--- src/hw/periph_defs.svh ---
// Bus widths, slave indices and register word offsets
// for the APB peripheral subsystem
`ifndef PERIPH_DEFS_SVH
`define PERIPH_DEFS_SVH

// Subsystem bus widths
`define APB_ADDR_W 16
`define APB_DATA_W 32

// Per-slave window is 4 KB
`define SLV_ADDR_W 12
`define SLV_IDX_W  (`APB_ADDR_W - `SLV_ADDR_W)

// Slave index in address bits 15..12
`define SLV_GPIO  4'd0
`define SLV_TIMER 4'd1

// Word offset field within a slave window
`define REG_OFS_LSB 2
`define REG_OFS_W   2

// GPIO register word offsets
`define GPIO_OFS_OUT 2'd0
`define GPIO_OFS_IN  2'd1

// Timer register word offsets
`define TMR_OFS_CTRL  2'd0
`define TMR_OFS_COUNT 2'd1
`define TMR_OFS_CMP   2'd2
`define TMR_OFS_STAT  2'd3

`endif

--- src/hw/apb_pkg.sv ---
// APB address and data types
// Request and response structs for the subsystem port and the slaves
`include "periph_defs.svh"

package apb_pkg;

   // Full subsystem address
   typedef logic [`APB_ADDR_W-1:0] apb_addr_t;

   // Address inside one slave window
   typedef logic [`SLV_ADDR_W-1:0] apb_slv_addr_t;

   // Read and write data word
   typedef logic [`APB_DATA_W-1:0] apb_data_t;

   // Master side request, PSEL/PENABLE/PWRITE/PADDR/PWDATA
   typedef struct packed {
      logic      sel;
      logic      enable;
      logic      write;
      apb_addr_t addr;
      apb_data_t wdata;
   } apb_req_t;

   // Request as seen by one slave
   typedef struct packed {
      logic          sel;
      logic          enable;
      logic          write;
      apb_slv_addr_t addr;
      apb_data_t     wdata;
   } apb_slv_req_t;

   // PRDATA/PREADY/PSLVERR back to the master
   typedef struct packed {
      apb_data_t rdata;
      logic      ready;
      logic      slverr;
   } apb_rsp_t;

endpackage

--- src/hw/periph_pkg.sv ---
// Data types of the GPIO and timer peripherals
// Register word offset type
`include "periph_defs.svh"

package periph_pkg;

   // One bit per pad
   typedef logic [`APB_DATA_W-1:0] gpio_word_t;

   // Timer counter and compare value
   typedef logic [`APB_DATA_W-1:0] timer_count_t;

   // Word offset, address bits 3..2
   typedef logic [`REG_OFS_W-1:0] reg_ofs_t;

endpackage

--- src/hw/apb_decoder.sv ---
// APB address decoder
// Slave selects, read data mux and unmapped access error
`timescale 1ns/1ps
`include "periph_defs.svh"

module apb_decoder
   import apb_pkg::*;
(
   input  apb_req_t     apb_req,
   output apb_rsp_t     apb_rsp,
   output apb_slv_req_t gpio_req,
   input  apb_data_t    gpio_rdata,
   output apb_slv_req_t timer_req,
   input  apb_data_t    timer_rdata
);

   // Slave index taken from the top address bits
   logic [`SLV_IDX_W-1:0] slv_idx;
   logic                  hit_gpio;
   logic                  hit_timer;
   logic                  hit_none;

   // Narrow the request for one slave, select only when it is hit
   function automatic apb_slv_req_t slv_req(input apb_req_t req, input logic hit);
      apb_slv_req_t r;
      r.sel    = req.sel & hit;
      r.enable = req.enable;
      r.write  = req.write;
      r.addr   = req.addr[`SLV_ADDR_W-1:0];
      r.wdata  = req.wdata;
      return r;
   endfunction

   assign slv_idx   = apb_req.addr[`APB_ADDR_W-1:`SLV_ADDR_W];
   assign hit_gpio  = (slv_idx == `SLV_GPIO);
   assign hit_timer = (slv_idx == `SLV_TIMER);
   // Nothing lives at the other indices
   assign hit_none  = ~(hit_gpio | hit_timer);

   assign gpio_req  = slv_req(apb_req, hit_gpio);
   assign timer_req = slv_req(apb_req, hit_timer);

   // Read data mux
   always_comb begin
      apb_rsp.rdata = '0;
      if (hit_gpio) begin
         apb_rsp.rdata = gpio_rdata;
      end else if (hit_timer) begin
         apb_rsp.rdata = timer_rdata;
      end
   end

   // Zero wait states on every slave
   assign apb_rsp.ready  = 1'b1;

   // Error only in the access phase of an unmapped transfer
   assign apb_rsp.slverr = apb_req.sel & apb_req.enable & hit_none;

endmodule

--- src/hw/gpio_apb.sv ---
// GPIO block with APB register access
// Output register to the pads, two-flop input synchronizer
`timescale 1ns/1ps
`include "periph_defs.svh"

module gpio_apb
   import apb_pkg::*;
   import periph_pkg::*;
(
   input  logic         clk_apb,
   input  logic         rst_apb_n,
   input  apb_slv_req_t req,
   output apb_data_t    rdata,
   input  gpio_word_t   pad_in,
   output gpio_word_t   pad_out
);

   reg_ofs_t   ofs;
   logic       rd_en;
   logic       wr_en;
   apb_data_t  rd_mux;

   // Output register
   gpio_word_t out_q;

   // Synchronizer stages
   gpio_word_t in_meta;
   gpio_word_t in_q;

   assign ofs = req.addr[`REG_OFS_LSB +: `REG_OFS_W];

   // Read lasts the whole transfer
   assign rd_en = req.sel & ~req.write;
   // Write only in the setup cycle
   assign wr_en = req.sel & ~req.enable & req.write;

   // Output register write
   always_ff @(posedge clk_apb or negedge rst_apb_n) begin
      if (!rst_apb_n) begin
         out_q <= '0;
      end else if (wr_en && ofs == `GPIO_OFS_OUT) begin
         out_q <= req.wdata;
      end
   end

   // Pads are asynchronous to clk_apb
   always_ff @(posedge clk_apb or negedge rst_apb_n) begin
      if (!rst_apb_n) begin
         in_meta <= '0;
         in_q    <= '0;
      end else begin
         in_meta <= pad_in;
         in_q    <= in_meta;
      end
   end

   // Register read mux
   always_comb begin
      case (ofs)
         `GPIO_OFS_OUT: rd_mux = out_q;
         `GPIO_OFS_IN:  rd_mux = in_q;
         // Offsets 2 and 3 are unused
         default:       rd_mux = '0;
      endcase
   end

   // Zero outside a read
   assign rdata = rd_en ? rd_mux : '0;

   assign pad_out = out_q;

endmodule

--- src/hw/timer_apb.sv ---
// Timer block with APB register access
// Free-running counter, compare, sticky match flag and irq
`timescale 1ns/1ps
`include "periph_defs.svh"

module timer_apb
   import apb_pkg::*;
   import periph_pkg::*;
(
   input  logic         clk_apb,
   input  logic         rst_apb_n,
   input  apb_slv_req_t req,
   output apb_data_t    rdata,
   output logic         irq
);

   reg_ofs_t     ofs;
   logic         rd_en;
   logic         wr_en;
   logic         match;
   logic         stat_clr;
   apb_data_t    rd_mux;

   // CTRL bit 0
   logic         en_q;
   timer_count_t count_q;
   timer_count_t cmp_q;
   // STAT bit 0, sticky
   logic         stat_q;

   assign ofs = req.addr[`REG_OFS_LSB +: `REG_OFS_W];

   assign rd_en = req.sel & ~req.write;
   // Setup cycle write strobe
   assign wr_en = req.sel & ~req.enable & req.write;

   // Compare only counts while running
   assign match = en_q & (count_q == cmp_q);

   // Write 1 to clear
   assign stat_clr = wr_en & (ofs == `TMR_OFS_STAT) & req.wdata[0];

   // Enable and compare registers
   always_ff @(posedge clk_apb or negedge rst_apb_n) begin
      if (!rst_apb_n) begin
         en_q  <= 1'b0;
         cmp_q <= '0;
      end else if (wr_en) begin
         if (ofs == `TMR_OFS_CTRL) begin
            en_q <= req.wdata[0];
         end
         if (ofs == `TMR_OFS_CMP) begin
            cmp_q <= req.wdata;
         end
      end
   end

   // Bus write to the counter beats the increment
   always_ff @(posedge clk_apb or negedge rst_apb_n) begin
      if (!rst_apb_n) begin
         count_q <= '0;
      end else if (wr_en && ofs == `TMR_OFS_COUNT) begin
         count_q <= req.wdata;
      end else if (en_q) begin
         // Wraps at 2^32
         count_q <= count_q + 1;
      end
   end

   // Clear beats a same-cycle match
   always_ff @(posedge clk_apb or negedge rst_apb_n) begin
      if (!rst_apb_n) begin
         stat_q <= 1'b0;
      end else if (stat_clr) begin
         stat_q <= 1'b0;
      end else if (match) begin
         stat_q <= 1'b1;
      end
   end

   // Register read mux
   always_comb begin
      case (ofs)
         `TMR_OFS_CTRL:  rd_mux = {{(`APB_DATA_W-1){1'b0}}, en_q};
         `TMR_OFS_COUNT: rd_mux = count_q;
         `TMR_OFS_CMP:   rd_mux = cmp_q;
         default:        rd_mux = {{(`APB_DATA_W-1){1'b0}}, stat_q};
      endcase
   end

   assign rdata = rd_en ? rd_mux : '0;

   // Level interrupt straight from the flag
   assign irq = stat_q;

endmodule

--- src/hw/periph_subsys.sv ---
// APB peripheral subsystem top level
// Decoder with GPIO and timer slaves
`timescale 1ns/1ps

module periph_subsys
   import apb_pkg::*;
   import periph_pkg::*;
(
   input  logic       clk_apb,
   input  logic       rst_apb_n,
   input  apb_req_t   apb_req,
   output apb_rsp_t   apb_rsp,
   input  gpio_word_t pad_in,
   output gpio_word_t pad_out,
   output logic       timer_irq
);

   // Per-slave requests
   apb_slv_req_t gpio_req;
   apb_slv_req_t timer_req;

   // Per-slave read data
   apb_data_t    gpio_rdata;
   apb_data_t    timer_rdata;

   apb_decoder decoder_i (
      .apb_req     (apb_req),
      .apb_rsp     (apb_rsp),
      .gpio_req    (gpio_req),
      .gpio_rdata  (gpio_rdata),
      .timer_req   (timer_req),
      .timer_rdata (timer_rdata)
   );

   // Slave 0
   gpio_apb gpio_i (
      .clk_apb   (clk_apb),
      .rst_apb_n (rst_apb_n),
      .req       (gpio_req),
      .rdata     (gpio_rdata),
      .pad_in    (pad_in),
      .pad_out   (pad_out)
   );

   // Slave 1
   timer_apb timer_i (
      .clk_apb   (clk_apb),
      .rst_apb_n (rst_apb_n),
      .req       (timer_req),
      .rdata     (timer_rdata),
      .irq       (timer_irq)
   );

endmodule

--- config.mk ---
export PLATFORM = sky130hd
export DESIGN_NAME = periph_subsys
export DESIGN_NICKNAME = d
export VERILOG_FILES = /design/src/hw/apb_pkg.sv /design/src/hw/periph_pkg.sv /design/src/hw/apb_decoder.sv /design/src/hw/gpio_apb.sv /design/src/hw/timer_apb.sv /design/src/hw/periph_subsys.sv
export VERILOG_INCLUDE_DIRS = /design/src /design/src/hw
export SDC_FILE = /design/constraint.sdc
export NUM_CORES = 1
export LEC_CHECK = 0
export BUFFER_PORTS_ARGS = -buffer_cell sky130_fd_sc_hd__buf_2
export CAP_MARGIN = 20
export CORE_MARGIN = 2
export CORE_UTILIZATION = 61
export DETAILED_ROUTE_END_ITERATION = 10
export PLACE_DENSITY = 0.85
export SETUP_SLACK_MARGIN = 0.15
export SLEW_MARGIN = 0
export SYNTH_ARGS = -nofsm -noshare
export SYNTH_HDL_FRONTEND = slang
export SYNTH_HIERARCHICAL = 1
export SYNTH_SLANG_ARGS = --single-unit
--- constraint.sdc ---
create_clock -name clk_apb -period 6.7 [get_ports clk_apb]
set_input_delay 1.005 -clock clk_apb [delete_from_list [all_inputs] [get_ports clk_apb]]
set_output_delay 1.005 -clock clk_apb [all_outputs]
set_load 0.005 [all_outputs]
# [After elaboration in Yosys (flattened, before gate mapping)]
# Index checks and enable logic that the tools add are counted.
[totals] ff_bits=162 output_inout_bits=67 wordCells=48
[classes] n_addsub=1 eq_ne=5 mux=10 bitwise_logic=17 reduce_logical=8
[ops] cell="two-way mux 32 bit" n=6
[ops] cell="case mux 32 bit (3 select lines)" n=1
[ops] cell="case mux 32 bit (2 select lines)" n=1
[ops] cell="adder 32 x 1 -> 32 bit, second input constant" n=1
[ops] cell="== test 32 bit" n=1
[ops] cell="bitwise AND 1 bit" n=13
[ops] cell="== test 2 bit, second input constant" n=2
[ops] cell="== test 4 x 1 -> 1 bit, second input constant" n=1
[ops] cell="zero test 4 bit" n=1
[ops] cell="AND reduction 2 bit" n=2
[ops] cell="nonzero test 2 bit" n=2
[ops] cell="inverter 1 bit" n=3
[ops] cell="== test 2 x 1 -> 1 bit, second input constant" n=1
[ops] cell="logical AND 1 bit" n=2
[ops] cell="zero test 2 bit" n=1
[ops] cell="two-way mux 1 bit" n=2
[ops] cell="OR 1 bit" n=1

# [Longest topological paths before layout]
[depth] word_depth=7 ltp_mapped=10

# [Cells and area by module]
# The synthesis kept the hierarchy.
[modules_own_cells] mod="timer_apb" n_inst=1 cells_per_inst=412 area_per_inst_um2=3895.0
[modules_own_cells] mod="gpio_apb" n_inst=1 cells_per_inst=207 area_per_inst_um2=3420.8
[modules_own_cells] mod="apb_decoder" n_inst=1 cells_per_inst=171 area_per_inst_um2=1239.9

# [Least setup slack after synthesis]
# Ideal clock, no wire load.
[synth_timing] path_type="input-to-output" from="input apb_req[47] (netlist bit)" to="output apb_rsp[10] (netlist bit)" arrival_time_ns=2.727 setup_slack_ns=2.968 cell_stages=9 cell_sequence="or3_1 buf_6 nor3b_1 or3b_2 clkbuf_1 buf_2 nor2_1 mux2i_1 nor2_1"
[synth_rtl] element="from (decl)" line="periph_subsys.sv:11" text="input apb_req_t apb_req,"
[synth_rtl] element="to (decl)" line="periph_subsys.sv:12" text="output apb_rsp_t apb_rsp,"

==> impl_metrics.csv <==
group,metric,value,unit
logic_synthesis,yosys_warnings,6,
clock_network,cts_resized,0,
clock_network,insertion_delay,0.43,ns
critical_path,rrSetupSlack,4.60,ns
power,ir_drop,220,uV
critical_path,worstPathMaxFanout,35,
placed_design,io_buffers,140,
finish,final_cells,1005,
clock_network,clock-sinks,162,
worst_hold_path,hold_end,"gpio_i/in_q[21]",
finish,final_layout_size_suffix_gt1_frac,0.312,
floorplanning,die-area,0.0147,mm2
worst_hold_path,hold_path_depth,0,
global_routing,grt_use_total,0.259,
critical_path,start_kind,"input port",
power,p_total,2.79,mW
sta,setup_viol,0,
floorplanning,row_count,42,
floorplanning,dieHeight,121,um
floorplanning,die_width,121,um
drt,vias_per_cell,5.69,
critical_path,end_kind,"output pin",
floorplanning,core-area,0.0133,mm2
global_routing,grt_pass1_wl,29100,um
clock_network,post_cts_buffers,0,
sta,fmax,0.224,GHz
logic_synthesis,synth_cells,770,
global_routing,antenna_found_initial,0,
drt,drtIter0Drc,423,
sta,skew,0.00697,ns
sta,hold_viol,0,
clock_network,htree_levels,4,
drt,wl,18200,um
finish,area_delta_synth_final,9.69,%
run,drv_cap,0,
worst_hold_path,min_from,"gpio_i/in_meta[21]",
logic_synthesis,syn_avg_cell_area,10.9,um2
global_routing,grt_pass1_vias,5832,
clock_network,clk_pin_slew,0.06,ns
power,powerDensity,303,mW/mm2
placed_design,dpl_cell_area,0.00859,mm2
power,p_leak,4.29,nW
critical_path,rr_startpoint,"timer_i/count_q[2]",
logic_synthesis,synth_fp_nets,856,
floorplanning,initial_core_util,0.630,
sta,maxSlewHeadroom,0.280,
drt,drc,0,
clock_network,cts_buffer_depth,2,
sta,fin_crit,4.46,ns
global_routing,grt_max_degree,93,
clock_network,cts_tree,"done",
critical_path,path_class,"in -> out",
outcome,status,"complete, no violations",
placed_design,placed_cells,973,
critical_path,crit_path_cell_trace,"buf_2, or3_1, buf_4, nor3b_1, or3b_2, nor2_1, mux2i_1, nor2_1, buf_2",
critical_path,slowest_stage,"or3b_2",
sta,fin_setup_tns,0,ns
clock_network,postCtsHoldBufs,0,
finish,diodes,0,
finish,nets,902,
sta,holdWs,0.345,ns
placed_design,place_hpwl,11900,um
sta,finalCritPeriodShare,0.666,
drt,post_drt_wl_per_cell,18.1,um
clock_network,cts_buffers,17,
drt,ant_nets,0,
critical_path,arrival,3.46,ns
drt,first_pass_iters,5,
finish,final_cell_area,0.00922,mm2
critical_path,critical_path_required,5.69,ns
worst_hold_path,min_path_type,"reg -> reg",
floorplanning,boundaryPins,152,
critical_path,r2r_cells,5,
logic_synthesis,netlist_area,0.00841,mm2
placed_design,gp_congestion,0.895,
sta,slew_violations,0,
sta,tightest_slew,1.08,ns
drt,vias,5718,
sta,grt_setup_unrepaired,"false",
critical_path,r2r-end,"timer_i/count_q[22]",
critical_path,slowest_delay,0.82,ns
clock_network,cts_root_buf,"clkbuf_16",
global_routing,grt_overflow,0,
==> per-stage QoR <==
stage,setup slack [ns],utilization
3_3_place_gp,2.30,0.644
5_1_grt,2.09,0.691
2_1_floorplan,2.97,-
6_report,2.24,0.691
3_5_place_dp,2.22,0.644
4_1_cts,2.20,0.691
==> worst max-delay path by stage <==
stage | depth (start not counted) | startpoint | end
floorplan | 9 | apb_req[47] | apb_rsp[10]
global placement | 9 | apb_req[47] | apb_rsp[12]
detailed placement | 9 | apb_req[47] | apb_rsp[6]
CTS | 9 | apb_req[47] | apb_rsp[6]
global route | 9 | apb_req[47] | apb_rsp[28]
finish | 9 | apb_req[47] | apb_rsp[6]
==> critical path: cells and delay by family <==
kind | cells | cell delay, ns
AND/OR/NAND/NOR | 5 | 1.83
buffers and inverters | 3 | 0.50
multiplexers | 1 | 0.10
==> area by class of cell <==
| type | count | area, um2 |
|---|---|---|
| fillers | 1047 | 4130 |
| flip-flops and latches | 162 | 4050 |
| multi-input cells | 482 | 3530 |
| repair buffers | 149 | 774 |
| clock buffers | 24 | 502 |
| well taps | 176 | 220 |
| clock inverters | 8 | 124 |
| inverters | 4 | 15.0 |
==> cell usage in the layout (no fill, tap or decap), types with 2 or more instances in the layout <==
master	instances
buf_2	139
mux2i_1	65
dfrtp_1	162
nor2_2	2
mux2_4	30
and4_1	2
bufinv_16	3
xnor2_1	45
buf_4	9
nor4_1	5
and3_1	10
nor3_1	10
inv_1	4
xor2_1	15
mux2_2	34
nand3_1	12
nor2_1	132
clkinvlp_4	2
clkbuf_1	2
a21oi_1	32
o21ai_0	2
nand4_1	14
clkbuf_8	5
a22oi_1	31
clkbuf_16	17
or3b_2	2
clkinv_2	2
nor2b_2	2
nand2_1	17
==> state kept, by name, summed over array words and instances, names as in the netlist <==
signal and cells:
gpio_i/in_meta 32, gpio_i/in_q 32, gpio_i/pad_out 32, timer_i/cmp_q 32, timer_i/count_q 32, timer_i/en_q 1
timer_i/irq 1
==> layer usage <==
layer / track usage / routed length, um / vias to the layer above
met1: 0.322 / 7530 / 2860
met2: 0.443 / 9340 / 183
met5: 0 / 0 / -
met4: 0.0948 / 360 / 0
met3: 0.0602 / 938 / 32
li1: - / - / 2643
==> power by group <==
part	internal [mW]	switching [mW]	leakage [nW]	total, mW
clock	0.635	0.379	0.302	1.01
combinational	0.248	0.277	2.03	0.525
sequential	1.09	0.159	1.96	1.25
No activity file was read; power rests on OpenSTA's default activity.
